## config.mk

```make
export PLATFORM = sky130hd
export DESIGN_NAME = icache_ctrl
export DESIGN_NICKNAME = d
export VERILOG_FILES = /design/src/hw/icache_pkg.sv /design/src/hw/icache_ctrl.sv
export VERILOG_INCLUDE_DIRS = /design/src /design/src/hw
export SDC_FILE = /design/constraint.sdc
export NUM_CORES = 1
export LEC_CHECK = 0
export ABC_AREA = 0
export BUFFER_PORTS_ARGS = -buffer_cell sky130_fd_sc_hd__clkbuf_2
export CAP_MARGIN = 20
export CORE_AREA = 2 2 394 396
export CTS_BUF_LIST = sky130_fd_sc_hd__clkbuf_4 sky130_fd_sc_hd__clkbuf_8
export CTS_CLUSTER_SIZE = 24
export DETAILED_ROUTE_END_ITERATION = 12
export DIE_AREA = 0 0 396 398
export MAX_ROUTING_LAYER = met4
export PLACE_DENSITY = 0.3
export SETUP_SLACK_MARGIN = 0.02
export SYNTH_ARGS = -nofsm -noshare
export SYNTH_HDL_FRONTEND = slang
export SYNTH_SLANG_ARGS = --single-unit
```

## constraint.sdc

```tcl
create_clock -name clk -period 15.5 [get_ports clk]
set_input_delay 3.1 -clock clk [delete_from_list [all_inputs] [get_ports clk]]
set_output_delay 3.1 -clock clk [all_outputs]
set_load 0.005 [all_outputs]
```

## src/hw/icache_settings.svh

```systemverilog
`ifndef ICACHE_SETTINGS_SVH
`define ICACHE_SETTINGS_SVH

// fetch address width in bits
`define ICACHE_ADDR_W 64

// associativity
`define ICACHE_WAYS 4

// sets per way, 64 x 16 bytes gives 1 KiB per way
`define ICACHE_SETS 64

// bytes per cache line
`define ICACHE_LINE_BYTES 16

// wishbone data width, also the instruction width
`define ICACHE_BUS_W 32

`endif

```

## src/hw/icache_pkg.sv

```systemverilog
`include "icache_settings.svh"

package icache_pkg;

	// geometry derived from the settings header
	localparam int LINE_W   = `ICACHE_LINE_BYTES * 8;
	localparam int WORD_CNT = LINE_W / `ICACHE_BUS_W;
	localparam int OFFSET_W = $clog2(`ICACHE_LINE_BYTES);
	localparam int IDX_W    = $clog2(`ICACHE_SETS);
	localparam int TAG_W    = `ICACHE_ADDR_W - IDX_W - OFFSET_W;
	// word select inside a line, also the refill beat counter
	localparam int BEAT_W   = $clog2(WORD_CNT);

	typedef logic [IDX_W-1:0] set_idx_t;
	typedef logic [TAG_W-1:0] tag_t;
	// one bit per way, one-hot for hits and for the victim
	typedef logic [`ICACHE_WAYS-1:0] way_mask_t;
	typedef logic [31:0] inst_t;

	// one line: flat for the sram, word-wise for fill and select
	typedef union packed {
		logic [LINE_W-1:0]                         flat;
		logic [WORD_CNT-1:0][`ICACHE_BUS_W-1:0]    word;
	} icache_line_u;

endpackage

```

## src/hw/icache_ctrl.sv

```systemverilog
`timescale 1ns/1ns
`include "icache_settings.svh"

module icache_ctrl import icache_pkg::*; (
	input  logic                      clk,
	input  logic                      rst,
	input  logic                      flush,
	// fetch request
	input  logic                      req_valid,
	input  logic [`ICACHE_ADDR_W-1:0] req_addr,
	output logic                      req_ready,
	// response to IF/ID
	output logic                      resp_valid,
	output inst_t                     resp_inst,
	input  logic                      resp_ready,
	// tag array
	input  way_mask_t                 hit,
	output logic                      fill,
	output way_mask_t                 fill_way,
	output set_idx_t                  fill_idx,
	output tag_t                      fill_tag,
	// data srams, shared address and data, one enable per way
	output way_mask_t                 sram_cen,
	output logic                      sram_wen,
	output set_idx_t                  sram_addr,
	output icache_line_u              sram_din,
	input  icache_line_u              dout0,
	input  icache_line_u              dout1,
	input  icache_line_u              dout2,
	input  icache_line_u              dout3,
	// refill master
	output logic                      refill_start,
	output logic [`ICACHE_ADDR_W-1:0] refill_addr,
	input  icache_line_u              refill_line,
	input  logic                      refill_done
);

	logic              accept;
	logic              req_hit;
	logic              busy;
	// refill outstanding for the accepted miss
	logic              miss_wait;
	// outstanding refill was flushed, install only
	logic              drop_q;
	// current response comes from the captured line
	logic              from_line_q;
	way_mask_t         victim;
	// accepted request, like addr_prev and way_hit_prev
	way_mask_t         hit_q;
	set_idx_t          idx_q;
	tag_t              tag_q;
	logic [BEAT_W-1:0] wsel_q;
	icache_line_u      fill_line_q;
	icache_line_u      way_line;
	icache_line_u      resp_line;

	assign req_hit = |hit;
	assign accept  = req_valid && req_ready;

	// a miss holds the port until its response is consumed
	assign busy = miss_wait || (resp_valid && from_line_q);
	assign req_ready = !busy && (!resp_valid || resp_ready) && !flush;

	// refill starts right at acceptance
	assign refill_start = accept && !req_hit;
	assign refill_addr  = {req_addr[`ICACHE_ADDR_W-1:OFFSET_W], {OFFSET_W{1'b0}}};

	// install into the victim way when the last beat lands
	assign fill     = miss_wait && refill_done;
	assign fill_way = victim;
	assign fill_idx = idx_q;
	assign fill_tag = tag_q;

	// only the hit way reads, only the victim way writes
	assign sram_cen  = ~(({`ICACHE_WAYS{accept}} & hit) | ({`ICACHE_WAYS{fill}} & victim));
	assign sram_wen  = ~fill;
	assign sram_addr = fill ? idx_q : req_addr[OFFSET_W +: IDX_W];
	assign sram_din  = refill_line;

	always_ff @(posedge clk) begin
		if (rst) begin
			resp_valid  <= 1'b0;
			miss_wait   <= 1'b0;
			drop_q      <= 1'b0;
			from_line_q <= 1'b0;
			victim      <= way_mask_t'(1);
		end else begin
			if (fill) begin
				miss_wait <= 1'b0;
				drop_q    <= 1'b0;
				// rotate one-hot, once per fill
				victim    <= {victim[`ICACHE_WAYS-2:0], victim[`ICACHE_WAYS-1]};
			end
			if (flush) begin
				// kill the waiting answer, a running refill still installs
				resp_valid <= 1'b0;
				if (miss_wait && !fill) begin
					drop_q <= 1'b1;
				end
			end else if (fill) begin
				resp_valid  <= !drop_q;
				from_line_q <= 1'b1;
			end else if (accept) begin
				resp_valid  <= req_hit;
				miss_wait   <= !req_hit;
				from_line_q <= 1'b0;
			end else if (resp_valid && resp_ready) begin
				resp_valid <= 1'b0;
			end
		end
	end

	// request payload
	always_ff @(posedge clk) begin
		if (accept) begin
			hit_q  <= hit;
			idx_q  <= req_addr[OFFSET_W +: IDX_W];
			tag_q  <= req_addr[`ICACHE_ADDR_W-1 -: TAG_W];
			wsel_q <= req_addr[OFFSET_W-1 -: BEAT_W];
		end
	end

	always_ff @(posedge clk) begin
		if (fill) begin
			fill_line_q <= refill_line;
		end
	end

	// sram output of the way that hit
	always_comb begin
		case (hit_q)
			4'b0010: way_line = dout1;
			4'b0100: way_line = dout2;
			4'b1000: way_line = dout3;
			default: way_line = dout0;
		endcase
	end

	assign resp_line = from_line_q ? fill_line_q : way_line;
	assign resp_inst = resp_line.word[wsel_q];

endmodule

```

## Yosys cells after proc, flatten, opt, wreduce, memory -nomap -nowiden

Cells that the tools add are included.

- Muxes and demuxes: 17
- $lt $le $gt $ge: 1
- Reductions and logical operators: 21
- Eq/ne operators: 3
- Bitwise logic cells: 6

Operators with widths:

| operator | number |
|---|---|
| one-hot mux 128 bit (3 select lines) | 1 |
| 2-to-1 mux 128 bit | 1 |
| binary-select mux 32 bit (select 2 bit) | 1 |
| 2-to-1 mux 32 bit | 1 |
| 2-to-1 mux 1 bit | 12 |
| AND 4 bit | 2 |
| logical AND 1 bit | 8 |
| logical NOT 1 bit | 6 |
| 2-to-1 mux 6 bit | 1 |
| equality test 4 x 2 -> 1 bit (second input constant) | 1 |
| equality test 4 x 3 -> 1 bit (second input constant) | 1 |
| equality test 4 bit (second input constant) | 1 |
| inverter 4 bit | 1 |
| bitwise OR 4 bit | 1 |
| OR reduction 4 bit | 1 |
| less-than comparator 2 x 3 -> 1 bit (second input constant) | 1 |
| nonzero test 3 bit | 1 |
| logical OR 1 bit | 2 |
| inverter 1 bit | 2 |
| AND reduction 2 bit | 1 |
| nonzero test 2 bit | 1 |
| OR reduction 2 bit | 1 |

- Bits in registers: 202
- Logic and storage cells: 58
- Output and inout port bits: 303
- Input port bits: 714

## Longest topological paths before layout

- Depth in word-level cells: 9
- Gate-level depth with buffers: 9
- Mapped depth without buffers: 5

## Least setup slack after synthesis

Ideal clock, no wire load.

- Path kind: input port to output port
- Start point: input refill_done
- End point: output sram_cen[2]
- Stages: 5
- Required time: 12.400 ns
- Setup slack: 4.865 ns
- Path buffers: 1
- Arrival: 7.535 ns
- Cell sequence: nand2_1 inv_1 clkbuf_1 nand2_1 a21boi_0

- Cells in the longest elaborated chain, start to end: 4

Ends and longest elaborated chain:

| element | RTL line | text |
|---|---|---|
| start: declaration | icache_ctrl.sv:35 | `input logic refill_done` |
| logical AND 1 bit | icache_ctrl.sv:69 | `assign fill = miss_wait && refill_done;` |
| named net fill | icache_ctrl.sv:18 | `output logic fill,` |
| AND 4 bit | icache_ctrl.sv:75 | `` assign sram_cen = ~(({`ICACHE_WAYS{accept}} & hit) \| ({`ICACHE_WAYS{fill}} & victim)); `` |
| bitwise OR 4 bit | icache_ctrl.sv:75 |  |
| inverter 4 bit | icache_ctrl.sv:75 |  |
| end: declaration | icache_ctrl.sv:23 | `output way_mask_t sram_cen,` |

The timed path passes the listed nets, and every way through them passes these cells.

## Worst setup path after layout

- Start point: input dout2[30] (netlist name)
- End point: output resp_inst[30]

- Cells in the longest elaborated chain, start to end: 4

Ends and longest elaborated chain:

| element | RTL line | text |
|---|---|---|
| start: declaration | icache_ctrl.sv:29 | `input icache_line_u dout2,` |
| one-hot mux 128 bit (3 select lines) | icache_ctrl.sv:131 | `case (hit_q)` |
| 2-to-1 mux 128 bit | icache_ctrl.sv:139 | `assign resp_line = from_line_q ? fill_line_q : way_line;` |
| binary-select mux 32 bit (select 2 bit) | icache_ctrl.sv:140 | `assign resp_inst = resp_line.word[wsel_q];` |
| 2-to-1 mux 32 bit (not written as such) | icache_ctrl.sv:140 |  |
| end: declaration | icache_ctrl.sv:14 | `output inst_t resp_inst,` |

No other way between the ends. The select of a mux whose other input is x is not followed.

==> results <==
- In this run, the number of DRC markers left after iteration 0 of detailed routing was between 1k and 1.5k.
- The number of antenna violations at the first check in global routing is 63.
- In this run, synthesis produced a sequential element count of roughly 200.
- The count of final setup violators is 0.
- The core region is roughly 150,000 sq um.
- The remaining routing DRC violations is 0.
- The global-route wire length before repair is ~150,000 um.
- The run finished with clean final reports.
- Clock latency on the worst-skew pair, taken at its later pin, is between 600 and 700 ps.
- The post-route netlist has ~54% of its cells at a drive strength greater than 1.
- The number of hold buffers added after CTS was 0.
- The element type at the critical path end is a primary output.
- The CTS tree is done.
- The height of the die is 398 um.
- In this run the worst setup path terminates at resp_inst[30].
- The die width is 396 um.
- Across the routed clock network, the largest skew measured is around 63 ps.
- Headroom to the max-slew limit came out at under 10%.
- The maximum level of the CTS H-tree is 2.
- The kind of start point of the critical path is a primary input.
- Summing all placed instances gives a cell area of about 19,000 sq um.
- The wire length reported by the detailed router is roughly 120,000 um.
- The path class of the tightest hold or removal check is reg2reg.
- Entering global routing, the biggest net connects 90 pins.
- The share of synthesized flip-flops with an asynchronous set or reset is 0%.
- CTS placed an instance of clkbuf_8 at the clock tree root.
- Using the TritonRoute via totals, the vias-per-cell ratio works out to between 3 and 4.
- Max-cap violations in this run came to 0.
- After technology mapping, the gate count stands at approximately 1.3k.
- The buffers inserted during post-CTS setup optimization is 0.
- In the final timing run, aggregate negative setup slack is 0 ps.
- The arrival time reported for the critical path endpoint is between 5000 and 6000 ps.
- The buffer depth of the longest clock path is 3.
- The predominant post-synthesis flop cell is edfxtp_1.
- The filler cell count in the final layout is around 18k.
- In this run the mean area of a mapped cell was 10.06 sq um.
- The final cell area excluding filler cells is roughly 20,000 sq um.
- The setup check on the worst reg-to-reg path leaves a slack of about 13,000 ps.
- Once detail routing completed, the nets flagged for antenna violations numbered 0.
- The launch point of the worst path is dout2[30].
- The total power consumption of the routed design is between 1500 and 2000 uW.
- The number of global-route vias before repair is roughly 15k.
- The number of max-slew violations in the final report came to 0.
- The switching power summed over all nets is between 500 and 600 uW.
- The cell depth of the worst flop-to-flop path is 3.
- The die outline area is approximately 160,000 sq um.
- Clock-pin slew was measured on the worst setup and hold paths at about 60 ps.
- The first-pass detailed-route iteration total is 5.
- The final cycle utilization of the critical path is 53.96%.
- The smallest clock period supported by the final layout is computed as around 8400 ps.
- At the worst endpoint, the required time is approximately 12,000 ps.
- The sequential share of power is 36.2%.
- The hold path startpoint is fill_way[1].
- The post-cts gate resize count is 0.
- The number of cells on the worst hold path is 2.
- Pin placement for this block handled around 1k I/O pins.
- The total global-route track usage is between 10% and 20%.
- Of the total power, the share spent switching nets is about a third.
- The post-synthesis to final-layout area growth is 55.23%.
- The number of distinct library cells after synthesis is 37.
- The post-layout net count is 2,806.
- Sequential elements use between 40% and 50% of the synthesized area.
- The internal power is roughly 1200 uW.
- The total number of placement rows is approximately 140.
- The total overflow reported by the global router is 0.
- The port buffer count is just over 1k.
- The clock sink count is slightly above 200.
- The average wire per cell in the routed design is ~28 um.
- The detailed placer's ending HPWL is roughly 97,000 um.
- The launching point of the worst reg2reg path is miss_wait.
- The maximum achievable frequency is ~0.12 GHz.
- The power density over the cells is about 84 nW/um^2.
- The share of total power dissipated in the clock network is 43.3%.
- The total number of vias is ~14k.
- The largest fanout on the critical path is 2.
- The share of total power dissipated in combinational logic is approximately 21%.
- The number of warnings printed during yosys synthesis is 0.
- The hold violation count in the final report came to 0.
- The endpoint identified for the worst register-to-register timing path is fill_line_q[108].
- The category of the most critical setup path is in2out.
- For this configuration, the core starts out at a cell density of around 8.5%.
- Routability-driven placement finished with a final weighted congestion of ~0.8.
- The number of enable flip-flop cells after synthesis is 194.
- VDD sags by at most 0.05053 mV.
- The leakage power is between 0.008 and 0.009 uW.
- In this run the cell area of the synthesized design comes to between 10,000 and 15,000 sq um.
- The pin slew with the least headroom to its limit is between 1000 and 1500 ps.
- The number of buffers added by the clock tree synthesis step is 50.
- Setup repair after global routing left no endpoint under its margin.
[cell type report]
cell class                 count  area, sq um  area share [%]
timing repair buffer        1052         5395           26.58
multi-input combinational    652         4713           23.22
clock inverter                37        331.6           1.633
inverter                     134        513.0           2.527
sequential                   202         5989           29.51
antenna                       26        65.06          0.3205
clock buffer                  56        733.2           3.612
tap                         2044         2557           12.60
[worst min path at each step]
stage          slack [ps]           to
3_5_place_dp          460  fill_way[1]
2_1_floorplan         460  fill_way[0]
3_3_place_gp          460  fill_way[1]
6_report              480  fill_way[1]
5_1_grt               520  fill_way[1]
4_1_cts               470  fill_way[1]
[flip-flops by register name, indices dropped and copies added, names as in the netlist]
signal and count:
wsel_q 2, fill_idx 6, fill_line_q 128, resp_valid 1, fill_tag 54, miss_wait 1
fill_way 4, drop_q 1, from_line_q 1, hit_q 4
[synth_stat cells (all sizes together) (4+ instances only)]
cell type	instances	area share (%)
a22oi	72	4.1
edfxtp	194	45
a22o	56	3.8
a221o	24	1.8
a31oi	25	1.2
a21boi	4	0.23
inv	134	3.8
nand2	68	2.0
nor2	4	0.11
o221ai	80	5.4
o211ai	25	1.4
a221oi	88	5.9
nor2b	4	0.19
o21bai	8	0.46
o21a	24	1.4
o31a	8	0.54
buf	241	13
a21oi	110	4.2
clkbuf	74	2.1
o21ai	17	0.65
a21o	17	0.98
dfxtp	8	1.2
[layer usage]
metal,global-route usage [%],part of all wire (%),up-vias
met2,23.24,47,751
met3,3.899,7.0,95
met4,2.580,1.5,0
met5,-,0,-
met1,18.60,45,7098
li1,-,-,6495
[power by group through the flow]
stage / registers (uW) / logic, uW / clock network, uW
floorplan: 624 / 134 / 0
global placement: 625 / 361 / 0
detailed placement: 625 / 360 / 0
CTS: 614 / 362 / 784
global route: 615 / 378 / 798
finish: 614 / 348 / 736
[kinds of logic (layout without fill, tap and decap cells)]
| family | count (synthesis) | after routing | synth area share [%] |
|---|---|---|---|
| AO/OA/AOI/OAI | 562 | 562 | 32.46 |
| XOR/XNOR | 1 | 1 | 0.06699 |
| buffers and inverters | 449 | 1279 | 18.80 |
| flip-flops | 202 | 202 | 45.78 |
| other | 1 | 30 | 0.02868 |
| AND/OR/NAND/NOR | 85 | 85 | 2.870 |
[critical path, cell delays in order]
cell,delay (ps)
clkbuf_2,80
a22o_1,370
a221oi_1,930
a221oi_1,290
o31a_1,350
clkbuf_2,120
[through the flow]
step                hold WS, ps  setup WS, ps  utilization (%)  std cells
floorplan                 463.4          4865                -       1303
global placement          462.2          7034            12.50       4084
detailed placement        464.8          6997            12.50       4084
CTS                       473.3          6994            13.20       4177
global route              515.7          6983            13.24       4201
finish                    475.9          7136            13.24       4203
[placed cells by master, fill, tap and decap left out, types with 5 or more instances in the layout]
cell type | synthesis | layout
clkbuf_2 | 0 | 1010
edfxtp_1 | 194 | 194
inv_1 | 133 | 132
a21oi_1 | 110 | 110
a221oi_1 | 88 | 88
o221ai_1 | 80 | 79
a22oi_1 | 72 | 72
nand2_1 | 68 | 68
a22o_1 | 56 | 56
clkbuf_8 | 0 | 50
buf_4 | 194 | 40
diode_2 | 0 | 26
o211ai_1 | 25 | 25
a31oi_1 | 25 | 25
a221o_1 | 24 | 24
o21a_1 | 24 | 24
o21ai_0 | 17 | 17
a21o_1 | 17 | 17
clkinv_1 | 0 | 14
clkinv_2 | 0 | 12
o21bai_1 | 8 | 8
o31a_1 | 8 | 8
dfxtp_1 | 8 | 7
clkbuf_4 | 0 | 6
bufinv_16 | 0 | 5
Power figures use the tool's default switching activity.
