<file path="config.mk">
export PLATFORM = sky130hd
export DESIGN_NAME = icache_refill_wb
export DESIGN_NICKNAME = d
export VERILOG_FILES = /design/src/hw/icache_pkg.sv /design/src/hw/icache_refill_wb.sv
export VERILOG_INCLUDE_DIRS = /design/src /design/src/hw
export SDC_FILE = /design/constraint.sdc
export NUM_CORES = 1
export LEC_CHECK = 0
export ABC_AREA = 0
export BUFFER_PORTS_ARGS = -buffer_cell sky130_fd_sc_hd__buf_2
export CAP_MARGIN = 20
export CORE_ASPECT_RATIO = 0.8
export CORE_MARGIN = 2
export CORE_UTILIZATION = 40
export DETAILED_ROUTE_END_ITERATION = 7
export PLACE_DENSITY = 0.66
export SLEW_MARGIN = 15
export SYNTH_ARGS = -nofsm -noshare
export SYNTH_HDL_FRONTEND = slang
export SYNTH_SLANG_ARGS = --single-unit
</file>
<file path="constraint.sdc">
create_clock -name clk -period 3.9 [get_ports clk]
set_input_delay 0.585 -clock clk [delete_from_list [all_inputs] [get_ports clk]]
set_output_delay 0.585 -clock clk [all_outputs]
set_load 0.005 [all_outputs]
</file>
<file path="src/hw/icache_settings.svh">
`ifndef ICACHE_SETTINGS_SVH
`define ICACHE_SETTINGS_SVH

// fetch address width in bits
`define ICACHE_ADDR_W 64

// associativity
`define ICACHE_WAYS 4

// sets per way, 64 x 16 bytes gives 1 KiB per way
`define ICACHE_SETS 64

// bytes per cache line
`define ICACHE_LINE_BYTES 16

// wishbone data width, also the instruction width
`define ICACHE_BUS_W 32

`endif

</file>
<file path="src/hw/icache_pkg.sv">
`include "icache_settings.svh"

package icache_pkg;

	// geometry derived from the settings header
	localparam int LINE_W   = `ICACHE_LINE_BYTES * 8;
	localparam int WORD_CNT = LINE_W / `ICACHE_BUS_W;
	localparam int OFFSET_W = $clog2(`ICACHE_LINE_BYTES);
	localparam int IDX_W    = $clog2(`ICACHE_SETS);
	localparam int TAG_W    = `ICACHE_ADDR_W - IDX_W - OFFSET_W;
	// word select inside a line, also the refill beat counter
	localparam int BEAT_W   = $clog2(WORD_CNT);

	typedef logic [IDX_W-1:0] set_idx_t;
	typedef logic [TAG_W-1:0] tag_t;
	// one bit per way, one-hot for hits and for the victim
	typedef logic [`ICACHE_WAYS-1:0] way_mask_t;
	typedef logic [31:0] inst_t;

	// one line: flat for the sram, word-wise for fill and select
	typedef union packed {
		logic [LINE_W-1:0]                         flat;
		logic [WORD_CNT-1:0][`ICACHE_BUS_W-1:0]    word;
	} icache_line_u;

endpackage

</file>
<file path="src/hw/icache_refill_wb.sv">
`timescale 1ns/1ns
`include "icache_settings.svh"

module icache_refill_wb import icache_pkg::*; (
	input  logic                      clk,
	input  logic                      rst,
	// request from the cache control
	input  logic                      start,
	input  logic [`ICACHE_ADDR_W-1:0] line_addr,
	output icache_line_u              line,
	output logic                      line_done,
	// wishbone classic master
	output logic                      wb_cyc,
	output logic                      wb_stb,
	output logic [`ICACHE_ADDR_W-1:0] wb_adr,
	output logic                      wb_we,
	input  logic [`ICACHE_BUS_W-1:0]  wb_dat_i,
	input  logic                      wb_ack
);

	localparam logic [BEAT_W-1:0] LAST_BEAT = BEAT_W'(WORD_CNT - 1);

	logic [BEAT_W-1:0] beat;
	// words gathered so far
	icache_line_u      line_buf;
	logic              beat_ack;

	// read only master
	assign wb_we = 1'b0;

	assign beat_ack = wb_cyc && wb_ack;

	// bus cycle control, cyc and stb stay up across all beats
	always_ff @(posedge clk) begin
		if (rst) begin
			wb_cyc <= 1'b0;
			wb_stb <= 1'b0;
			beat   <= '0;
		end else if (!wb_cyc) begin
			if (start) begin
				wb_cyc <= 1'b1;
				wb_stb <= 1'b1;
				beat   <= '0;
			end
		end else if (wb_ack) begin
			beat <= beat + 1'b1;
			// last word in, release the bus
			if (beat == LAST_BEAT) begin
				wb_cyc <= 1'b0;
				wb_stb <= 1'b0;
			end
		end
	end

	// beat address, line base then one bus word further per ack
	always_ff @(posedge clk) begin
		if (!wb_cyc && start) begin
			wb_adr <= line_addr;
		end else if (beat_ack) begin
			wb_adr <= wb_adr + `ICACHE_ADDR_W'(`ICACHE_BUS_W / 8);
		end
	end

	always_ff @(posedge clk) begin
		if (beat_ack) begin
			line_buf.word[beat] <= wb_dat_i;
		end
	end

	// the acked word is forwarded directly
	// so the complete line is there while the last ack is on the bus
	always_comb begin
		line = line_buf;
		if (beat_ack) begin
			line.word[beat] = wb_dat_i;
		end
	end

	// single cycle, only with the final ack
	assign line_done = beat_ack && (beat == LAST_BEAT);

endmodule

</file>
# Word-level counts from Yosys, hierarchy flattened

Index checks and enable logic that the tools add are counted.

$mul: 0
Mux-type cells: 17
Bitwise logic cells: 0
Reduce and logical (&&, ||, !) cells: 9
$lt $le $gt $ge: 2
Add/subtract/negate cells: 2
Shift-type cells: 0
Eq/ne operators: 3
Div/mod/pow operators: 0

Operators by type and width:

| kind                    | count |
|---|---|
| $bwmux W128             | 1 |
| $mux W128               | 1 |
| $mux W64                | 2 |
| $add A64 B3 Y64 const B | 1 |
| $demux W32 S2           | 1 |
| $mux W32                | 1 |
| $mux W1                 | 8 |
| $mux W2                 | 3 |
| $logic_and A1 B1 Y1     | 4 |
| $ne A2 B1 Y1 const B    | 2 |
| $reduce_bool A2 Y1      | 2 |
| $lt A2 B3 Y1 const B    | 1 |
| $reduce_and A3 Y1       | 1 |
| $add A2 B1 Y2 const B   | 1 |
| $eq A2 B2 Y1 const B    | 1 |
| $ge A2 B1 Y1 const B    | 1 |
| $reduce_and A2 Y1       | 1 |
| $logic_not A1 Y1        | 1 |

Memory bits (writable): 0
Latch bits: 0
ROM bits: 0
Flip-flop bits (word level): 196
Output and inout port bits: 196
Memories kept: 0
Input bits: 100

# Logic depth before layout (Yosys ltp)

Gate-level depths: netlist (run 1).

Word-level depth: 6
Depth in mapped cells: 9
Mapped depth without buffers: 6

# Worst setup path before layout (run 1)

No wires, ideal clock.

Path kind: input-to-output
Start point: input port wb_ack
End point: output port line[100] (netlist bit)
Required time: 3315 ps
Buffers on the path: 2
Cell stages on the path: 4
Slack: 1598 ps
Data arrival time: 1717 ps
Path through: and3_1 > clkbuf_1 > buf_1 > mux2_2

RTL lines:

| item            | RTL line               | source |
|---|---|---|
| start, declared | icache_refill_wb.sv:18 | `input logic wb_ack` |
| end, declared   | icache_refill_wb.sv:10 | `output icache_line_u line,` |

==> impl_metrics.env, run 1 <==
export IMPL_status="completed"
export IMPL_drv_slew=0
export IMPL_synthArstFlopShare_pct=0
export IMPL_row_count=47
export IMPL_rsz0062_at_grt="no"
export IMPL_cts_hold_buf=0
export IMPL_synth_top_area_cell="dfxtp_1"
export IMPL_h_tree_depth=4
export IMPL_cts_setup_buffers=0
export IMPL_port_buffers=294
export IMPL_start_kind="register"
export IMPL_synth_top_family_by_area="multiplexers"
export IMPL_synth_area_um2=8330
export IMPL_cts_reportedPaths_clkPinSlew_ns=0.08
export IMPL_setup_ws_ns=0.924
export IMPL_synth_nets=836
export IMPL_clock_root_buffer="clkbuf_16"
export IMPL_worstPathRequired_ns=3.31
export IMPL_yosysSeqAreaShare_pct=54.8
export IMPL_yosysTopAreaCellShare_pct=31.7
export IMPL_ys_warn_count=0
export IMPL_max_slew_worst_pin_slew_ns=0.906
export IMPL_syn_to_final_growth_pct=27.8
export IMPL_cts_max_path_buffers=2
export IMPL_min_path_cells=2
export IMPL_grt_pass1_wl_um=33900
export IMPL_place_gp_congestion=0.795
export IMPL_drc=0
export IMPL_ant_nets=0
export IMPL_wire_per_inst_um=17.0
export IMPL_period_share_pct=76.3
export IMPL_grt_pass1_vias=6357
export IMPL_rr_worst_depth=6
export IMPL_cp_arrival_ns=2.39
export IMPL_synthMuxAreaShare_pct=17.4
export IMPL_synthAdderAreaFrac_pct=0.751
export IMPL_worstSkewPairLatency_ns=0.43
export IMPL_slowest_stage="and3_2"
export IMPL_synthXorXnorAreaFrac_pct=3.15
export IMPL_hold_class="primary input to register"
export IMPL_slew_headroom_pct=39.6
export IMPL_pre_cts_slack_ns=0.984
export IMPL_period_minus_slack_ns=2.98
export IMPL_maxCapViolCount=0
export IMPL_initial_core_util_pct=40.5
export IMPL_nNetsFinal=1116
export IMPL_die_h_um=133
export IMPL_synth_simple_area_share_pct=14.9
export IMPL_ys_ff_latch=196
export IMPL_grt_use_total_pct=19.7
export IMPL_grt_overflow=0
export IMPL_drt_iter0_markers=479
export IMPL_synth_cell_types=42
export IMPL_critPathKind="register to output pin"
export IMPL_antenna_found_initial=3
export IMPL_layout_commonest_cell="buf_2"
export IMPL_ios=296
export IMPL_final_cell_mix="294 x buf_2, 132 x dfxtp_1, 129 x mux2_2"
export IMPL_worstPathCellList="ha_1 -> and3_2 -> mux2_2 -> buf_2"
export IMPL_drive_above_1_share_pct=46.3
export IMPL_max_stage_delay_ns=0.79
export IMPL_synthFlopType="dfxtp_1"
export IMPL_critPathMaxFanout=35
export IMPL_p_per_area_nw_per_um2=496
export IMPL_coreArea_um2=20600
export IMPL_grt_max_degree=65
export IMPL_avgSynthCellArea_um2=11.4
export IMPL_cts_buffers=17
export IMPL_vdd_drop_max_uv=291
export IMPL_clock_sinks=196
export IMPL_endpoint_kind="output pin"
export IMPL_routed_via_count=6652
export IMPL_dpl_cell_count=1261
export IMPL_drt_total_wl_um=22100
export IMPL_dieArea_um2=22000
export IMPL_synth_area_leaders="dfxtp_1 32%, edfxtp_1 23%, mux2_2 17%"
export IMPL_dr_pass1_iters=5
export IMPL_hold_viol_final=0
export IMPL_power_leakage_nw=4.61
export IMPL_postCtsResizedCells=0
export IMPL_vias_per_cell=5.13
export IMPL_setup_violations_final=0
export IMPL_synth_cells=731
export IMPL_max_freq_mhz=336
export IMPL_synth_edff_count=64
export IMPL_synth_compound_gate_area_share_pct=6.35
export IMPL_die_width_um=165
export IMPL_stdcell_count=1296
export IMPL_fin_tns_setup_ns=0
export IMPL_cts_tree="built"
export IMPL_fin_skew_ns=0.0206
export IMPL_hpwl_um=15800
## path summary, 6_finish.rpt
path                        start                   end  slack [ns]
max          beat[0]$_SDFFE_PP0P_             line[100]        0.92
min                           rst  beat[1]$_SDFFE_PP0P_        0.37
max reg2reg   wb_adr[2]$_DFFE_PP_  wb_adr[62]$_DFFE_PP_        0.99
min reg2reg   line_buf[5]$_DFF_P_   line_buf[5]$_DFF_P_        0.47
## report_power, final
part	internal (mW)	total, mW	switching [mW]
Combinational	0.454	0.879	0.425
Clock	0.894	1.82	0.928
Sequential	2.42	2.57	0.148
## registers in the layout, summed over array words and instances, names as in the netlist
signal and flops:
wb_cyc 1, beat 2, wb_adr 64, line_buf 128, wb_stb 1
## kinds of logic after synthesis
group	Yosys count
buffers and inverters	49
other	1
AOI/OAI and AO/OA	91
and+or+nand+nor	230
DFF	196
xor gates and xnor gates	30
muxes	129
adders and majority gates	5
## area by class of cell
type	count	area, um2
Tap cell	269	337
Sequential cell	196	4560
Clock buffer	17	425
Fill cell	1909	9940
Clock inverter	15	198
Antenna cell	3	7.51
Timing Repair Buffer	301	1520
Inverter	9	33.8
Multi-Input combinational cell	486	3550
## stage by stage
| stage | power (mW) | hold slack [ns] | utilization, % | area (um2) |
|---|---|---|---|---|
| after global placement | 3.48 | 0.451 | 48.7 | 10000 |
| after CTS | 5.34 | 0.361 | 51.7 | 10600 |
| after global routing | 5.53 | 0.367 | 51.7 | 10600 |
| final | 5.27 | 0.372 | 51.7 | 10600 |
| after detailed placement | 3.51 | 0.455 | 48.7 | 10000 |
| after floorplan | 3.04 | 0.464 | - | 8330 |
## synth_stat cells (5+ instances only)
master	n
dfxtp_1	132
mux2_2	129
nand2_1	67
edfxtp_1	64
nor2_1	43
o21ai_0	38
a31oi_1	27
nand3_1	21
nand4_1	21
clkbuf_1	17
or3_1	16
or4_1	16
xnor2_1	15
xor2_1	15
and3_1	12
buf_1	12
o31ai_1	12
nor3_1	10
inv_1	9
buf_2	7
o21ai_1	7
and4_1	6
ha_1	5
## critical path, delay by kind of cell (launching register included)
family,cells,cell delay (ns)
adders and majority gates,1,0.16
buffers and inverters,1,0.13
DFF,1,0.42
muxes,1,0.43
and+or+nand+nor,1,0.79
## per-layer routing
metal  up-vias  routed length, um  GRT usage [%]
li1       3240                  -              -
met1      3144               9860           25.9
met2       245              10100           31.5
met3        21               1770           5.89
met4         2                339           5.32
met5         -                 13              0
Power figures use the tool's default switching activity.
==> run 2, diff against run 1 <==
Settings changed: ABC_AREA 0 to 1, PLACE_DENSITY 0.66 to 0.68.
Clock period 3.9 ns to 2.43 ns, I/O delays scaled along.
==> run 2 against run 1 <==
Against the previous run:
- clock skew down 0.0011 ns
- routed wire length grew 26%
- design area up 6.4%
- hold slack worse by 0.26 ns
- global-route usage increased by 3.8 points
- count of clock-buffer cells in the layout did not move
- sequential share of layout area shrank 2.6 points
- critical path type unchanged
- die area increased by 6.1%
- critical endpoint is now line[122]
- worst setup slack got worse by 0.77 ns
- cell count up 33%
==> impl_metrics.env, run 2 <==
export IMPL_status="completed"
export IMPL_avgSynthCellArea_um2=7.68
export IMPL_ant_nets=0
export IMPL_grt_max_degree=67
export IMPL_drt_iter0_markers=738
export IMPL_seqCellArea_um2=4560
export IMPL_drv_slew=0
export IMPL_min_to="beat[1]$_SDFFE_PP0P_"
export IMPL_rsz0062_at_grt="no"
export IMPL_cts_setup_buffers=0
export IMPL_min_path_cells=2
export IMPL_row_count=48
export IMPL_ios=296
export IMPL_initial_core_util_pct=40.9
export IMPL_n_fill_cell=2158
export IMPL_drt_total_wl_um=27900
export IMPL_h_tree_depth=4
export IMPL_clock_root_buffer="clkbuf_16"
export IMPL_ff2ff_setup_slack_ns=0.41
export IMPL_cts_tree="built"
export IMPL_crit_reg2reg_launch="wb_adr[2]$_DFFE_PP_"
export IMPL_place_gp_congestion=0.962
export IMPL_yosysSeqAreaShare_pct=51.6
export IMPL_grt_pass1_vias=7335
export IMPL_synth_nets=1258
export IMPL_max_slew_worst_pin_slew_ns=0.538
export IMPL_antenna_found_initial=5
export IMPL_period_minus_slack_ns=2.27
export IMPL_worstSkewPairLatency_ns=0.44
export IMPL_critPathMaxFanout=66
export IMPL_setup_violations_final=0
export IMPL_final_cell_mix="410 x nand2_1, 294 x buf_2, 139 x o21ai_0"
export IMPL_synth_area_um2=8850
export IMPL_synth_cells=1153
export IMPL_layout_commonest_cell="nand2_1"
export IMPL_cts_max_path_buffers=2
export IMPL_cp_arrival_ns=1.91
export IMPL_largest_reg_flops=128
export IMPL_grt_pass1_wl_um=41300
export IMPL_synth_top_area_cell="dfxtp_1"
export IMPL_synth_commonest_cells="415 x nand2_1, 143 x o21ai_0, 132 x dfxtp_1"
export IMPL_vdd_drop_max_uv=459
export IMPL_power_leakage_nw=5.44
export IMPL_port_buffers=294
export IMPL_slew_headroom_pct=64.2
export IMPL_p_per_area_nw_per_um2=763
export IMPL_yosysTopAreaCellShare_pct=29.8
export IMPL_hold_viol_final=0
export IMPL_max_freq_mhz=440
export IMPL_vias_per_cell=4.87
export IMPL_wire_per_inst_um=16.1
export IMPL_r2r_end="wb_adr[36]$_DFFE_PP_"
export IMPL_whs_ns=0.116
export IMPL_synthArstFlopShare_pct=0
export IMPL_synth_cell_types=28
export IMPL_start_kind="register"
export IMPL_hp_start="rst"
export IMPL_synth_edff_count=64
export IMPL_grt_use_total_pct=23.4
export IMPL_synth_most_common_cell="nand2_1"
export IMPL_clock_sinks=196
export IMPL_syn_to_final_growth_pct=28.0
export IMPL_critPathKind="register to output pin"
export IMPL_die_h_um=137
export IMPL_hpwl_um=21500
export IMPL_multi_input_area_um2=3790
export IMPL_drc=0
export IMPL_synth_area_leaders="dfxtp_1 30%, edfxtp_1 22%, nand2_1 18%"
export IMPL_period_share_pct=93.6
export IMPL_cts_buffers=17
export IMPL_hold_class="primary input to register"
export IMPL_ys_ff_latch=196
export IMPL_coreArea_um2=21600
export IMPL_dr_pass1_iters=5
export IMPL_cts_reportedPaths_clkPinSlew_ns=0.08
export IMPL_synthFlopType="dfxtp_1"
export IMPL_rr_worst_depth=10
export IMPL_ys_warn_count=0
export IMPL_grt_overflow=0
export IMPL_worstPathRequired_ns=2.07
export IMPL_maxCapViolCount=0
export IMPL_fin_tns_setup_ns=0
export IMPL_drive_above_1_share_pct=25.9
export IMPL_nNetsFinal=1541
export IMPL_fin_skew_ns=0.0195
export IMPL_die_width_um=170
export IMPL_dieArea_um2=23300
export IMPL_endpoint_kind="output pin"
export IMPL_utilization_pct=52.4
export IMPL_routed_via_count=8413
## run 2: cell types whose count changed in the layout (fill, tap and decap cells not counted), moves of 14 or more
| cell | previous run | this run |
|---|---|---|
| mux2_2 | 129 | 0 |
| or3_1 | 16 | 0 |
| nand4_1 | 21 | 7 |
| a31oi_1 | 27 | 1 |
| o21ai_0 | 38 | 139 |
| nand2_1 | 67 | 410 |
| nand3_1 | 21 | 53 |
| inv_1 | 8 | 88 |
| nor2_1 | 43 | 109 |
| or4_1 | 16 | 0 |
## run 2: area by class of cell
type	count	area share, %
clock buffers	17	3.76
inverters	94	3.13
flip-flops and latches	196	40.3
well taps	275	3.04
repair buffers	303	14.1
clock inverters	15	2.10
multi-input cells	824	33.5
diodes	4	0.0884
## run 2: metrics by stage
stage | setup WS, ns | cell area [um2] | cells | total power, mW
2_1_floorplan | 0.552 | 8860 | 1153 | 4.84
3_3_place_gp | 0.482 | 10700 | 1692 | 5.59
3_5_place_dp | 0.461 | 10700 | 1692 | 5.61
4_1_cts | 0.127 | 11300 | 1724 | 8.73
5_1_grt | 0.00687 | 11300 | 1726 | 9.06
6_report | 0.155 | 11300 | 1728 | 8.65
## run 2: worst max path at each step
stage / cells past startpoint / slack, ns / startpoint / end
after floorplan: 4 / 0.55 / start / wb_adr[10]$_DFFE_PP_
after global placement: 9 / 0.48 / wb_adr[42]$_DFFE_PP_ / wb_adr[58]$_DFFE_PP_
final: 6 / 0.16 / wb_cyc$_SDFF_PP0_ / line[122]
after detailed placement: 10 / 0.46 / wb_adr[2]$_DFFE_PP_ / wb_adr[36]$_DFFE_PP_
after global routing: 6 / 0.007 / wb_cyc$_SDFF_PP0_ / line[122]
after CTS: 6 / 0.13 / wb_cyc$_SDFF_PP0_ / line[109]
## run 2: kinds of logic after synthesis
| family | after synthesis | share of synthesized area [%] |
|---|---|---|
| AND/OR/NAND/NOR | 616 | 28.9 |
| flip-flops | 196 | 51.6 |
| AO/OA/AOI/OAI | 174 | 10.2 |
| buffers and inverters | 133 | 5.85 |
| XOR/XNOR | 28 | 2.77 |
| adder cells (fa/ha/maj) | 5 | 0.707 |
| other | 1 | 0.0424 |
## run 2: what timing repair did
action | 4_1_cts | 5_1_grt
hold buffers | 0 | 0
setup endpoints to repair | 0 | 4
endpoints found under the hold margin | 0 | 0
resized for setup | 0 | 4
## run 2: power breakdown
group	internal (mW)	switching, mW	total (mW)
clock network	1.49	1.62	3.11
logic	0.608	0.823	1.43
registers	3.86	0.248	4.11
total	5.96	2.69	8.65
## run 2: metal layers
metal  track usage, %  routed length (um)  vias up  part of all wire, %
met5                0                   0        -                    0
li1                 -                   -     4251                    -
met2             35.9               12300      390                   44
met4             8.07                 722        0                  2.6
met1             31.7               12100     3727                   43
met3             6.88                2740       45                  9.8
## run 2: critical path: stages, from the launching register on
cell	delay (ns)
dfxtp_1	0.41
nand2_1	0.15
inv_2	0.16
nand2_2	0.08
buf_12	0.18
o21ai_0	0.28
buf_2	0.17
==> run 3, diff against run 2 <==
Settings changed: CORE_UTILIZATION 40 to 46, PLACE_DENSITY 0.68 to 0.77.
==> run 3 against run 2 <==
Against the previous run:
- maximum frequency is 0.94% lower
- routed wire length is 3.3% lower
- clock skew hardly changed
- sequential share of layout area hardly changed
- sequential cell count stayed put
- power is 0.18% lower
- hold slack worse by 0.020 ns
- non-clock buffer count stayed put
- combinational power hardly changed
- design area hardly changed
==> impl_metrics.env, run 3 (synthesis results as in run 2) <==
export IMPL_switching_share_pct=30.2
export IMPL_coreArea_um2=18900
export IMPL_wire_per_inst_um=15.8
export IMPL_cts_setup_buffers=0
export IMPL_dr_pass1_iters=6
export IMPL_ff2ff_setup_slack_ns=0.40
export IMPL_start_kind="register"
export IMPL_grt_use_total_pct=25.5
export IMPL_slowest_stage="dfxtp_1"
export IMPL_grt_max_degree=87
export IMPL_period_minus_slack_ns=2.30
export IMPL_stdcell_count=1710
export IMPL_max_stage_delay_ns=0.41
export IMPL_grt_pass1_vias=7673
export IMPL_critPathKind="register to output pin"
export IMPL_clock_sinks=196
export IMPL_power_mw=8.63
export IMPL_initial_core_util_pct=46.8
export IMPL_cts_tree="built"
export IMPL_crit_path_start="wb_cyc$_SDFF_PP0_"
export IMPL_die_width_um=159
export IMPL_maxCapViolCount=0
export IMPL_max_freq_mhz=435
export IMPL_pwr_share_comb_pct=16.4
export IMPL_r2r_end="wb_adr[57]$_DFFE_PP_"
export IMPL_endpoint_kind="output pin"
export IMPL_worstPathRequired_ns=2.07
export IMPL_hold_viol_final=0
export IMPL_critPathMaxFanout=26
export IMPL_cts_max_path_buffers=2
export IMPL_fin_tns_setup_ns=0
export IMPL_syn_to_final_growth_pct=28.1
export IMPL_worstSkewPairLatency_ns=0.45
export IMPL_drive_above_1_share_pct=25.9
export IMPL_p_sw_mw=2.61
export IMPL_ant_nets=0
export IMPL_power_leakage_nw=5.48
export IMPL_placed_cell_area_um2=10600
export IMPL_rr_worst_depth=9
export IMPL_drc=0
export IMPL_setup_violations_final=0
export IMPL_hold_class="primary input to register"
export IMPL_layout_commonest_cell="nand2_1"
export IMPL_whs_ns=0.0957
export IMPL_finalInstanceArea_um2=11300
export IMPL_p_per_area_nw_per_um2=761
export IMPL_ios=296
export IMPL_status="completed"
export IMPL_die_h_um=128
export IMPL_worstPathCellList="nand2_1 -> inv_4 -> nand2_4 -> clkbuf_16 -> o21ai_0 -> buf_2"
export IMPL_clock_root_buffer="clkbuf_16"
export IMPL_cts_buffers=17
export IMPL_cts_reportedPaths_clkPinSlew_ns=0.08
export IMPL_drv_slew=0
export IMPL_largest_reg_flops=128
export IMPL_antenna_found_initial=3
export IMPL_drt_total_wl_um=27000
export IMPL_dpl_cell_count=1674
export IMPL_vdd_drop_max_uv=455
export IMPL_cp_arrival_ns=1.93
export IMPL_slew_headroom_pct=65.6
export IMPL_endpoint="line[88]"
export IMPL_routed_via_count=8574
export IMPL_row_count=45
export IMPL_drt_iter0_markers=785
export IMPL_place_gp_congestion=1.00
export IMPL_rsz0062_at_grt="no"
export IMPL_grt_pass1_wl_um=40700
export IMPL_p_clk_share_pct=35.8
export IMPL_pwr_share_seq_pct=47.8
export IMPL_p_int_mw=6.02
export IMPL_fin_skew_ns=0.0192
export IMPL_h_tree_depth=4
export IMPL_period_share_pct=94.5
export IMPL_grt_overflow=0
export IMPL_final_cell_mix="410 x nand2_1, 294 x buf_2, 132 x dfxtp_1"
export IMPL_vias_per_cell=5.01
export IMPL_hpwl_um=20200
export IMPL_max_slew_worst_pin_slew_ns=0.517
export IMPL_dieArea_um2=20400
export IMPL_port_buffers=294
export IMPL_crit_reg2reg_launch="wb_adr[37]$_DFFE_PP_"
export IMPL_nNetsFinal=1541
[run 3: cell count changes in the layout (fill, tap and decap cells not counted), moves of 2 or more]
cell     delta
inv_16      -2
o21ai_0    -13
nand2_2     -2
buf_4       -2
nand2_4     +2
o21ai_1    +13
[run 3: final cells by class]
cell class | count | area (um2)
Fill cell | 1826 | 7580
Sequential cell | 196 | 4560
Multi-Input combinational cell | 824 | 3800
Timing Repair Buffer | 303 | 1620
Clock buffer | 17 | 425
Inverter | 94 | 357
Tap cell | 258 | 323
Clock inverter | 15 | 236
Antenna cell | 3 | 7.51
[run 3: how the worst min path moves through the flow]
stage,start,to,cells past startpoint
global route,rst,beat[1]$_SDFFE_PP0P_,2
finish,rst,beat[1]$_SDFFE_PP0P_,2
floorplan,rst,beat[1]$_SDFFE_PP0P_,1
CTS,rst,beat[1]$_SDFFE_PP0P_,2
detailed placement,line_buf[79]$_DFF_P_,line_buf[79]$_DFF_P_,2
global placement,line_buf[53]$_DFF_P_,line_buf[53]$_DFF_P_,2
[run 3: repair_timing]
action	in CTS	in global routing
setup endpoints to repair	4	43
pin swaps	0	0
hold buffers	0	0
cloned	0	1
resized for setup	2	19
[run 3: per-layer routing]
metal	vias to the layer above	track usage [%]	wire, um	part of all wire [%]
met5	-	0	0	0
met4	0	8.66	600	2.2
met3	41	7.60	2620	9.7
met2	406	40.6	12200	45
met1	3883	33.4	11500	43
li1	4244	-	-	-
[run 3: stage by stage]
step | utilization (%) | setup WS [ns]
2_1_floorplan | - | 0.552
3_3_place_gp | 56.2 | 0.441
3_5_place_dp | 56.2 | 0.385
4_1_cts | 59.7 | 0.0216
5_1_grt | 59.9 | 0.00279
6_report | 59.9 | 0.134
[run 3: worst max-delay path: cells and delay by family (launching register included)]
family,cells,cell delay (ns)
DFF,1,0.41
AOI/OAI and AO/OA,1,0.23
and+or+nand+nor,2,0.31
buffers and inverters,3,0.55
[run 3: power groups by stage]
| stage | clock network, mW | logic, mW | registers, mW |
|---|---|---|---|
| 3_5_place_dp | 0 | 1.41 | 4.19 |
| 4_1_cts | 3.13 | 1.42 | 4.12 |
| 3_3_place_gp | 0 | 1.39 | 4.17 |
| 6_report | 3.09 | 1.42 | 4.12 |
| 2_1_floorplan | 0 | 0.718 | 4.12 |
| 5_1_grt | 3.26 | 1.59 | 4.17 |
